--- src/exec_defs.svh ---
/*
 * Execute stage definitions
 * Widths, opcode and opsize encodings, flag bit positions
 */
`ifndef EXEC_DEFS_SVH
`define EXEC_DEFS_SVH

// Datapath widths
`define WORD_W  32
`define DWORD_W 64
`define FLAGS_W 6

// Opcodes, scalar group first
`define OP_MOV   4'd0
`define OP_ADD   4'd1
`define OP_SUB   4'd2
`define OP_AND   4'd3
`define OP_OR    4'd4
`define OP_XOR   4'd5
`define OP_CMP   4'd6
`define OP_CMOVC 4'd7
`define OP_XCHG  4'd8
// MMX packed adds
`define OP_PADDB 4'd9
`define OP_PADDW 4'd10
`define OP_PADDD 4'd11

// Operand size codes
`define SZ_8  2'd0
`define SZ_16 2'd1
`define SZ_32 2'd2

// Bit positions inside flags_t
`define FLAG_OF 0
`define FLAG_CF 1
`define FLAG_AF 2
`define FLAG_PF 3
`define FLAG_ZF 4
`define FLAG_SF 5

`endif

--- src/exec_pkg.sv ---
/*
 * Execute stage package
 * Vector types shared by the datapath and the testbench
 */
`include "exec_defs.svh"

package exec_pkg;

    // Address or scalar value
    typedef logic [`WORD_W-1:0] word_t;

    // Full MMX-wide operand or result
    typedef logic [`DWORD_W-1:0] dword_t;

    // Operation select
    typedef logic [3:0] opcode_t;

    // 8, 16 or 32 bit operand size
    typedef logic [1:0] opsize_t;

    // OF CF AF PF ZF SF, see FLAG_* positions
    typedef logic [`FLAGS_W-1:0] flags_t;

    // Architectural register number
    typedef logic [2:0] reg_id_t;

endpackage

--- src/fu_if.sv ---
/*
 * Functional unit interface
 * Operands and op from the execute stage, result and flags back
 */
interface fu_if;
    import exec_pkg::*;

    // Stage to unit
    dword_t  a;
    dword_t  b;
    opcode_t op;
    opsize_t opsize;

    // Unit to stage
    dword_t  result;
    flags_t  flags;

    modport stage (
        output a, b, op, opsize,
        input  result, flags
    );

    modport unit (
        input  a, b, op, opsize,
        output result, flags
    );

endinterface

--- src/alu.sv ---
/*
 * Scalar ALU
 * MOV, ADD, SUB, logic ops and CMP on the low word, sized by opsize
 */
`include "exec_defs.svh"

module alu (
    fu_if.unit fu
);
    import exec_pkg::*;

    word_t              mask;
    word_t              a_m;
    word_t              b_m;
    word_t              res_m;
    word_t              half_carry;
    logic [`WORD_W:0]   raw;
    logic               arith;
    logic               carry;
    logic               sa, sb, sr;
    flags_t             f;

    // Sign bit of a sized value
    function automatic logic top_bit(input word_t x, input opsize_t sz);
        case (sz)
            `SZ_8:   top_bit = x[7];
            `SZ_16:  top_bit = x[15];
            default: top_bit = x[31];
        endcase
    endfunction

    always_comb begin
        case (fu.opsize)
            `SZ_8:   mask = 32'h0000_00ff;
            `SZ_16:  mask = 32'h0000_ffff;
            default: mask = '1;
        endcase
        a_m = fu.a[`WORD_W-1:0] & mask;
        b_m = fu.b[`WORD_W-1:0] & mask;

        // One extra bit catches carry or borrow at 32 bits
        case (fu.op)
            `OP_ADD:          raw = {1'b0, a_m} + {1'b0, b_m};
            `OP_SUB, `OP_CMP: raw = {1'b0, a_m} - {1'b0, b_m};
            `OP_AND:          raw = {1'b0, a_m & b_m};
            `OP_OR:           raw = {1'b0, a_m | b_m};
            `OP_XOR:          raw = {1'b0, a_m ^ b_m};
            default:          raw = {1'b0, b_m};
        endcase
        res_m = raw[`WORD_W-1:0] & mask;
        arith = (fu.op == `OP_ADD) || (fu.op == `OP_SUB) || (fu.op == `OP_CMP);

        // Masked operands, so the bit just above the size is the carry
        case (fu.opsize)
            `SZ_8:   carry = raw[8];
            `SZ_16:  carry = raw[16];
            default: carry = raw[32];
        endcase

        sa = top_bit(a_m, fu.opsize);
        sb = top_bit(b_m, fu.opsize);
        sr = top_bit(res_m, fu.opsize);
        half_carry = a_m ^ b_m ^ raw[`WORD_W-1:0];

        f = '0;
        f[`FLAG_CF] = arith & carry;
        // Subtract overflows when operand signs differ
        if (fu.op == `OP_ADD) begin
            f[`FLAG_OF] = (sa == sb) && (sr != sa);
        end else if (arith) begin
            f[`FLAG_OF] = (sa != sb) && (sr != sa);
        end
        f[`FLAG_AF] = arith & half_carry[4];
        f[`FLAG_PF] = ~^res_m[7:0];
        f[`FLAG_ZF] = (res_m == '0);
        f[`FLAG_SF] = sr;
    end

    assign fu.result = {{(`DWORD_W-`WORD_W){1'b0}}, res_m};
    assign fu.flags  = f;

endmodule

--- src/eflags_reg.sv ---
/*
 * Flags register
 * Architectural OF CF AF PF ZF SF, loaded by flag-setting ops
 */
module eflags_reg (
    input  logic            clk,
    input  logic            rst,
    input  logic            update,
    input  exec_pkg::flags_t flags_in,
    output exec_pkg::flags_t flags
);
    import exec_pkg::*;

    flags_t flags_q;

    always_ff @(posedge clk) begin
        if (rst) begin
            flags_q <= '0;
        end else if (update) begin
            flags_q <= flags_in;
        end
    end

    assign flags = flags_q;

endmodule

--- src/exec_pipeline.sv ---
/*
 * Execute pipeline top
 * Register-read latch feeding the execute stage
 */
module exec_pipeline (
    input  logic              clk,
    input  logic              rst,
    input  logic              flush,
    // Request side
    input  logic              in_valid,
    output logic              in_ready,
    input  exec_pkg::dword_t  in_op_a,
    input  exec_pkg::dword_t  in_op_b,
    input  exec_pkg::opcode_t in_op,
    input  exec_pkg::opsize_t in_opsize,
    input  exec_pkg::reg_id_t in_dest_reg,
    input  exec_pkg::word_t   in_dest_address,
    input  logic              in_mem_or_reg,
    input  logic              in_branch_taken,
    input  logic              in_to_sys_controller,
    input  exec_pkg::word_t   in_pc,
    // Writeback side
    output logic              wb_valid,
    input  logic              wb_ready,
    output exec_pkg::dword_t  wb_result,
    output exec_pkg::flags_t  wb_flags,
    output exec_pkg::reg_id_t wb_dest_reg,
    output exec_pkg::word_t   wb_dest_address,
    output exec_pkg::opsize_t wb_opsize,
    output logic              wb_mem_or_reg,
    output logic              wb_branch_taken,
    output logic              wb_to_sys_controller,
    output exec_pkg::word_t   wb_pc
);
    import exec_pkg::*;

    localparam int RR_W = 2 * $bits(dword_t) + $bits(opcode_t) + $bits(opsize_t)
                        + $bits(reg_id_t) + 2 * $bits(word_t) + 3;

    // Latch to execute
    logic              e_valid;
    logic              e_ready;
    dword_t            e_op_a;
    dword_t            e_op_b;
    opcode_t           e_op;
    opsize_t           e_opsize;
    reg_id_t           e_dest_reg;
    word_t             e_dest_address;
    logic              e_mem_or_reg;
    logic              e_branch_taken;
    logic              e_to_sys_controller;
    word_t             e_pc;
    logic [RR_W-1:0]   rr_in;
    logic [RR_W-1:0]   rr_out;

    assign rr_in = {in_op_a, in_op_b, in_op, in_opsize, in_dest_reg, in_dest_address,
                    in_mem_or_reg, in_branch_taken, in_to_sys_controller, in_pc};

    assign {e_op_a, e_op_b, e_op, e_opsize, e_dest_reg, e_dest_address,
            e_mem_or_reg, e_branch_taken, e_to_sys_controller, e_pc} = rr_out;

    // Register-read latch, also emptied by flush
    pipestage #(.WIDTH(RR_W)) rr_stage (
        .clk      (clk),
        .rst      (rst | flush),
        .in_valid (in_valid),
        .in_ready (in_ready),
        .in_data  (rr_in),
        .out_valid(e_valid),
        .out_ready(e_ready),
        .out_data (rr_out)
    );

    execute_top execute_inst (
        .clk                 (clk),
        .rst                 (rst),
        .flush               (flush),
        .e_valid             (e_valid),
        .e_ready             (e_ready),
        .e_op_a              (e_op_a),
        .e_op_b              (e_op_b),
        .e_op                (e_op),
        .e_opsize            (e_opsize),
        .e_dest_reg          (e_dest_reg),
        .e_dest_address      (e_dest_address),
        .e_mem_or_reg        (e_mem_or_reg),
        .e_branch_taken      (e_branch_taken),
        .e_to_sys_controller (e_to_sys_controller),
        .e_pc                (e_pc),
        .wb_valid            (wb_valid),
        .wb_ready            (wb_ready),
        .wb_result           (wb_result),
        .wb_flags            (wb_flags),
        .wb_dest_reg         (wb_dest_reg),
        .wb_dest_address     (wb_dest_address),
        .wb_opsize           (wb_opsize),
        .wb_mem_or_reg       (wb_mem_or_reg),
        .wb_branch_taken     (wb_branch_taken),
        .wb_to_sys_controller(wb_to_sys_controller),
        .wb_pc               (wb_pc)
    );

endmodule

--- src/execute_top.sv ---
/*
 * Execute stage
 * Runs ALU and SIMD in parallel, handles CMOVC and XCHG locally,
 * updates flags and registers the result toward writeback
 */
`include "exec_defs.svh"

module execute_top (
    input  logic              clk,
    input  logic              rst,
    input  logic              flush,
    // From register read
    input  logic              e_valid,
    output logic              e_ready,
    input  exec_pkg::dword_t  e_op_a,
    input  exec_pkg::dword_t  e_op_b,
    input  exec_pkg::opcode_t e_op,
    input  exec_pkg::opsize_t e_opsize,
    input  exec_pkg::reg_id_t e_dest_reg,
    input  exec_pkg::word_t   e_dest_address,
    input  logic              e_mem_or_reg,
    input  logic              e_branch_taken,
    input  logic              e_to_sys_controller,
    input  exec_pkg::word_t   e_pc,
    // To writeback
    output logic              wb_valid,
    input  logic              wb_ready,
    output exec_pkg::dword_t  wb_result,
    output exec_pkg::flags_t  wb_flags,
    output exec_pkg::reg_id_t wb_dest_reg,
    output exec_pkg::word_t   wb_dest_address,
    output exec_pkg::opsize_t wb_opsize,
    output logic              wb_mem_or_reg,
    output logic              wb_branch_taken,
    output logic              wb_to_sys_controller,
    output exec_pkg::word_t   wb_pc
);
    import exec_pkg::*;

    localparam int PIPE_W = $bits(dword_t) + $bits(flags_t) + $bits(reg_id_t)
                          + 2 * $bits(word_t) + $bits(opsize_t) + 3;

    fu_if alu_fu ();
    fu_if simd_fu ();

    flags_t           cur_flags;
    flags_t           new_flags;
    logic             flag_op;
    logic             update;
    dword_t           result;
    logic [PIPE_W-1:0] pipe_in;
    logic [PIPE_W-1:0] pipe_out;

    // Same operands fan out to both units
    assign alu_fu.a       = e_op_a;
    assign alu_fu.b       = e_op_b;
    assign alu_fu.op      = e_op;
    assign alu_fu.opsize  = e_opsize;
    assign simd_fu.a      = e_op_a;
    assign simd_fu.b      = e_op_b;
    assign simd_fu.op     = e_op;
    assign simd_fu.opsize = e_opsize;

    alu       alu_inst  (.fu(alu_fu));
    simd_unit simd_inst (.fu(simd_fu));

    // ADD through CMP set flags, MOV does not
    assign flag_op = (e_op >= `OP_ADD) && (e_op <= `OP_CMP);
    assign update  = e_valid && e_ready && flag_op;

    eflags_reg eflags_inst (
        .clk     (clk),
        .rst     (rst),
        .update  (update),
        .flags_in(alu_fu.flags),
        .flags   (cur_flags)
    );

    // Flags as seen after this op
    assign new_flags = flag_op ? alu_fu.flags : cur_flags;

    always_comb begin
        case (e_op)
            // CF from the register, already holds the previous op's update
            `OP_CMOVC: result = {32'b0, cur_flags[`FLAG_CF] ? e_op_b[31:0] : e_op_a[31:0]};
            `OP_XCHG:  result = {e_op_a[31:0], e_op_b[31:0]};
            `OP_PADDB, `OP_PADDW, `OP_PADDD: result = simd_fu.result;
            default:   result = alu_fu.result;
        endcase
    end

    assign pipe_in = {result, new_flags, e_dest_reg, e_dest_address, e_opsize,
                      e_mem_or_reg, e_branch_taken, e_to_sys_controller, e_pc};

    assign {wb_result, wb_flags, wb_dest_reg, wb_dest_address, wb_opsize,
            wb_mem_or_reg, wb_branch_taken, wb_to_sys_controller, wb_pc} = pipe_out;

    // Flush drops the registered result
    pipestage #(.WIDTH(PIPE_W)) out_stage (
        .clk      (clk),
        .rst      (rst | flush),
        .in_valid (e_valid),
        .in_ready (e_ready),
        .in_data  (pipe_in),
        .out_valid(wb_valid),
        .out_ready(wb_ready),
        .out_data (pipe_out)
    );

endmodule

--- src/pipestage.sv ---
/*
 * Pipeline register
 * One-entry valid/ready stage, holds its word while the output stalls
 */
module pipestage #(
    parameter int WIDTH = 8
) (
    input  logic             clk,
    input  logic             rst,
    input  logic             in_valid,
    output logic             in_ready,
    input  logic [WIDTH-1:0] in_data,
    output logic             out_valid,
    input  logic             out_ready,
    output logic [WIDTH-1:0] out_data
);

    // Free slot, or the current word leaves this edge
    assign in_ready = ~out_valid | out_ready;

    always_ff @(posedge clk) begin
        if (rst) begin
            out_valid <= 1'b0;
        end else if (in_ready) begin
            out_valid <= in_valid;
        end
    end

    // Payload only moves on an input transfer
    always_ff @(posedge clk) begin
        if (in_valid && in_ready) begin
            out_data <= in_data;
        end
    end

endmodule

--- src/simd_unit.sv ---
/*
 * Packed SIMD adder
 * Wrap-around add of 64-bit operands in byte, word or dword lanes
 */
`include "exec_defs.svh"

module simd_unit (
    fu_if.unit fu
);
    import exec_pkg::*;

    dword_t sum_b;
    dword_t sum_w;
    dword_t sum_d;

    // All three lane widths in parallel, op picks one
    always_comb begin
        for (int i = 0; i < 8; i++) begin
            sum_b[i*8 +: 8] = fu.a[i*8 +: 8] + fu.b[i*8 +: 8];
        end
        for (int i = 0; i < 4; i++) begin
            sum_w[i*16 +: 16] = fu.a[i*16 +: 16] + fu.b[i*16 +: 16];
        end
        for (int i = 0; i < 2; i++) begin
            sum_d[i*32 +: 32] = fu.a[i*32 +: 32] + fu.b[i*32 +: 32];
        end
    end

    assign fu.result = (fu.op == `OP_PADDB) ? sum_b :
                       (fu.op == `OP_PADDW) ? sum_w : sum_d;

    // Packed adds leave flags alone
    assign fu.flags = '0;

endmodule

--- config.mk ---
export PLATFORM = sky130hd
export DESIGN_NAME = exec_pipeline
export DESIGN_NICKNAME = d
export VERILOG_FILES = /design/src/exec_pkg.sv /design/src/fu_if.sv /design/src/alu.sv /design/src/eflags_reg.sv /design/src/exec_pipeline.sv /design/src/execute_top.sv /design/src/pipestage.sv /design/src/simd_unit.sv
export VERILOG_INCLUDE_DIRS = /design/src /design/src/src
export SDC_FILE = /design/constraint.sdc
export NUM_CORES = 1
export LEC_CHECK = 0
export ABC_AREA = 1
export BUFFER_PORTS_ARGS = -buffer_cell sky130_fd_sc_hd__buf_4
export CAP_MARGIN = 20
export CORE_UTILIZATION = 53
export DETAILED_ROUTE_END_ITERATION = 6
export PLACE_DENSITY = 0.78
export SLEW_MARGIN = 15
export SYNTH_ARGS = -nofsm -noshare
export SYNTH_HDL_FRONTEND = slang
export SYNTH_HIERARCHICAL = 1
export SYNTH_SLANG_ARGS = --single-unit
--- constraint.sdc ---
create_clock -name clk -period 11.9 [get_ports clk]
set_clock_uncertainty 0.1 [all_clocks]
set_input_delay 1.19 -clock clk [delete_from_list [all_inputs] [get_ports clk]]
set_output_delay 1.19 -clock clk [all_outputs]
set_load 0.005 [all_outputs]
**Word level (Yosys, flattened, before mapping)**

Index checks and enable logic that the tools add are counted.

- Register bits after elaboration: 354
- Input bits: 209
- Output and inout bits: 144
- Word-level logic and storage cells: 78

- $add $sub $neg: 16
- Order comparisons: 2
- Equal/unequal tests: 15
- Multiplexer cells: 13
- Bitwise gates (word level): 14
- Reductions and logical operators: 13

Operator list:

| kind | number |
|---|---|
| $pmux W64 S3 | 1 |
| $pmux W33 S5 | 1 |
| $and A32 B32 Y32 | 4 |
| $mux W64 | 2 |
| $add A16 B16 Y16 | 4 |
| $add A32 B32 Y32 | 2 |
| $add A8 B8 Y8 | 8 |
| $pmux W32 S2 | 1 |
| $add A32 B32 Y33 | 1 |
| $sub A32 B32 Y33 | 1 |
| $logic_not A32 Y1 | 1 |
| $mux W32 | 1 |
| $or A32 B32 Y32 | 1 |
| $xor A32 B32 Y32 | 1 |
| $eq A4 B3 Y1 const B | 4 |
| $eq A4 B4 Y1 const B | 4 |
| $eq A4 B2 Y1 const B | 2 |
| $pmux W1 S2 | 4 |
| $reduce_xnor A8 Y1 | 1 |
| $logic_and A1 B1 Y1 | 6 |
| $mux W6 | 1 |
| $xor A5 B5 Y5 | 1 |
| $eq A4 B1 Y1 const B | 1 |
| $ge A4 B1 Y1 const B | 1 |
| 12 further kinds | 19 |

**Depth between registers and ports, before layout**

- Depth after elaboration: 12
- Mapped depth: 34
- Gate-level depth less buffers: 33

**Modules after synthesis**

Netlist, hierarchy kept.

Modules (own cells, without submodules):

| module | instances | cells each | area an instance (µm²) | seq. area each (µm²) |
|---|---|---|---|---|
| alu | 1 | 1,227 | 6,448.7 | 0.0 |
| pipestage at rr_stage | 1 | 210 | 6,173.4 | 6,145.9 |
| simd_unit | 1 | 1,076 | 5,318.9 | 0.0 |
| pipestage at execute_inst.out_stage | 1 | 148 | 4,311.6 | 4,284.1 |
| execute_top | 1 | 524 | 2,503.7 | 0.0 |
| eflags_reg | 1 | 38 | 247.7 | 120.1 |
| exec_pipeline | 1 | 3 | 11.3 | 0.0 |

**Worst setup path before layout**

OpenSTA, ideal clock, no wires.

- Path kind: input port to flip-flop
- Start point: input wb_ready
- End point: register rr_stage.out_data[0] (enable)
- Setup time: 0.835 ns
- Data arrival time: 11.073 ns
- Data required time: 10.965 ns
- Slack: -0.108 ns
- Stages on the path: 4
- Path through: inv_2 > nand2_2 > inv_2 > a21oi_1

- Longest elaborated chain between the ends: 3

RTL lines:

| what | RTL line | source |
|---|---|---|
| from (decl) | exec_pipeline.sv:24 | `input logic wb_ready,` |
| $or A1 B1 Y1 | pipestage.sv:19 | `assign in_ready = ~out_valid \| out_ready;` |
| via e_ready | exec_pipeline.sv:42 | `logic e_ready;` |
| $or A1 B1 Y1 | pipestage.sv:19 |  |
| $logic_and A1 B1 Y1 | pipestage.sv:31 | `if (in_valid && in_ready) begin` |
| to (signal assigned) | pipestage.sv:32 | `out_data <= in_data;` |
| to (decl) | pipestage.sv:15 | `output logic [WIDTH-1:0] out_data` |

The timed path passes the listed nets, and every way through them passes these cells.
A chain may end at the register's enable or synchronous reset.

**Final worst setup path**

- Start point: register rr_stage.out_data[73]
- End point: register execute_inst.out_stage.out_data[76], data pin

- Longest elaborated chain between the ends: 6

RTL lines:

| what | RTL line | source |
|---|---|---|
| $eq A4 B2 Y1 or $eq A4 B3 Y1 (tied branches) | alu.sv:42 | `case (fu.op)` |
| $reduce_or A2 Y1 | alu.sv:42 |  |
| $pmux W33 S5 (*) | alu.sv:42 |  |
| $and A32 B32 Y32 (*) | alu.sv:50 | `` res_m = raw[`WORD_W-1:0] & mask; `` |
| $logic_not A32 Y1 (*) | alu.sv:75 | `` f[`FLAG_ZF] = (res_m == '0); `` |
| via execute_inst.alu_fu.flags[4] | fu_if.sv:16 | `flags_t flags;` |
| $mux W6 (*) | execute_top.sv:80 | `assign new_flags = flag_op ? alu_fu.flags : cur_flags;` |
| via execute_inst.new_flags[4] | execute_top.sv:47 | `flags_t new_flags;` |
| to (signal assigned) | pipestage.sv:32 |  |
| to (decl) | pipestage.sv:15 |  |

The timed path passes the listed nets; every way through them passes the cells marked *.

==> impl_metrics.env <==
export IMPL_grt_overflow=0
export IMPL_cts_setup_buffers=0
export IMPL_setup_tns_ps=0
export IMPL_hp_class="flop to flop"
export IMPL_cts_root_buf="clkbuf_16"
export IMPL_clk_pin_slew_ps=60
export IMPL_dpl_hpwl_mm=57.1
export IMPL_worstSkewPairLatency_ps=590
export IMPL_post_layout_nonfiller_instances=4188
export IMPL_relSlewSlack=0.314
export IMPL_antenna_found_initial=2
export IMPL_cp_start_kind="flop"
export IMPL_crit_top_cell="nand2_1"
export IMPL_synth_cells=3219
export IMPL_layout_nets=3929
export IMPL_hold_slack_ps=300
export IMPL_r2r_cells=28
export IMPL_setup_viol=0
export IMPL_row_count=79
export IMPL_grt_pass1_wl_mm=112
export IMPL_track_usage=0.302
export IMPL_coreArea_mm2=0.0466
export IMPL_ir_drop_mv=0.136
export IMPL_synth_area_mm2=0.0250
export IMPL_wl_per_cell_um=17.4
export IMPL_worst_path_max_fanout=25
export IMPL_drc=0
export IMPL_critPathKind="flop to flop"
export IMPL_status="finished, final reports clean"
export IMPL_cts_made_buffers=39
export IMPL_p_sw_mw=1.06
export IMPL_slowest_stage="edfxtp_1"
export IMPL_final_max_slew_viol_count=0
export IMPL_drive_above_1_share=0.142
export IMPL_drt_iter0_markers=2204
export IMPL_cpPeakStageDelay_ps=570
export IMPL_p_int_mw=2.37
export IMPL_synth_warnings=6
export IMPL_num_vias=21970
export IMPL_cts_tree="done"
export IMPL_placed_cells=4114
export IMPL_dieArea_mm2=0.0480
export IMPL_pwr_share_comb=0.227
export IMPL_p_seq_frac=0.435
export IMPL_r2r_setup_slack_ps=6920
export IMPL_tightest_slew_ps=1030
export IMPL_grt_max_degree=86
export IMPL_static_leakage_power_nw=14.4
export IMPL_synthToLayoutAreaGrowth_pct=16.6
export IMPL_die_y_um=219
export IMPL_hold_viol_final=0
export IMPL_htreeDepth=2
export IMPL_clock_sinks=354
export IMPL_routed_wl_mm=73.0
export IMPL_required_ps=12220
export IMPL_die_width_um=219
export IMPL_pwr_share_clk=0.338
export IMPL_cts_resized=0
export IMPL_min_path_cells=0
export IMPL_critPathArrivalTime_ps=5310
export IMPL_dr_pass1_iters=5
export IMPL_syn_area_per_cell_um2=7.76
export IMPL_grt_pass1_vias=20941
export IMPL_place_gp_congestion=1.01
export IMPL_drv_cap=0
export IMPL_fin_crit_ps=4980
export IMPL_power_share_switching=0.310
export IMPL_utilization=0.625
export IMPL_clock_path_buffers=3
export IMPL_rsz0062_at_grt="no"
export IMPL_portBuffers=352
export IMPL_end_kind="flop"
export IMPL_io_pin_count=353
export IMPL_start_util=0.536
export IMPL_ant_nets=0
export IMPL_fmax_ghz=0.201
export IMPL_viasPerCell=5.25
export IMPL_p_per_area_mw_per_mm2=118
export IMPL_fin_crit_sh=0.419
export IMPL_cts_hold_buf=0
## area by class of cell
cell class                 count  area, um^2
antenna                        2        5.00
sequential                   354       10600
inverter                     519        1950
timing repair buffer         365        2740
multi-input combinational   2269       11900
clock buffer                  47        1010
fill                        4067       17500
tap                          607         759
clock inverter                25         214
## placed cells by master, fill, tap and decap left out, types with 20 or more instances in the layout
| cell type | n |
|---|---|
| nand3_1 | 296 |
| nor2_1 | 229 |
| o21ai_0 | 96 |
| clkbuf_16 | 39 |
| conb_1 | 32 |
| nand2_1 | 1089 |
| ha_1 | 163 |
| a21oi_1 | 79 |
| inv_1 | 508 |
| xnor2_1 | 24 |
| edfxtp_1 | 346 |
| buf_4 | 365 |
| nor3_1 | 20 |
| xor2_1 | 52 |
## through the flow
stage / worst slack [ps] / area, um^2 / total power, mW
after detailed placement: 6970 / 27900 / 2.28
final: 6920 / 29100 / 3.43
after global placement: 7020 / 27900 / 2.27
after floorplan: 3130 / 25100 / 2.04
after global routing: 6380 / 29100 / 3.60
after CTS: 6980 / 29100 / 3.45
## power by group through the flow
| stage | logic (mW) | registers [mW] | clock network [mW] |
|---|---|---|---|
| 6_report | 0.780 | 1.49 | 1.16 |
| 3_5_place_dp | 0.766 | 1.52 | 0 |
| 3_3_place_gp | 0.761 | 1.51 | 0 |
| 5_1_grt | 0.874 | 1.50 | 1.22 |
| 4_1_cts | 0.770 | 1.49 | 1.19 |
| 2_1_floorplan | 0.534 | 1.51 | 0 |
## critical path, delay by kind of cell, from the launching register on
kind	cells	cell delay [ps]
AND/OR/NAND/NOR	21	2890
buffers and inverters	4	650
flip-flops	1	570
adder cells (fa/ha/maj)	2	500
XOR/XNOR	1	150
## metal layers
metal,global-route usage,share of wire,wire length [um]
met1,0.404,0.42,30600
met5,0,0,0
met4,0.125,0.041,2970
met3,0.0396,0.070,5120
met2,0.493,0.47,34300
## flip-flops by register name (all words and copies together), names as in the netlist
name and cells:
execute_inst/out_stage/out_data 142, execute_inst/eflags_inst/flags 6, rr_stage/out_valid 1, execute_inst/out_stage/out_valid 1
rr_stage/out_data 204
## path summary, 6_finish.rpt
kind                                                       from                                            end
worst max-delay path            rr_stage/out_data[73]$_DFFE_PP_  execute_inst/out_stage/out_data[76]$_DFFE_PP_
worst min-delay path             rr_stage/out_data[7]$_DFFE_PP_   execute_inst/out_stage/out_data[7]$_DFFE_PP_
worst min register to register   rr_stage/out_data[7]$_DFFE_PP_   execute_inst/out_stage/out_data[7]$_DFFE_PP_
worst max register to register  rr_stage/out_data[73]$_DFFE_PP_  execute_inst/out_stage/out_data[76]$_DFFE_PP_
Note: power is estimated with default switching activity, not from simulation.
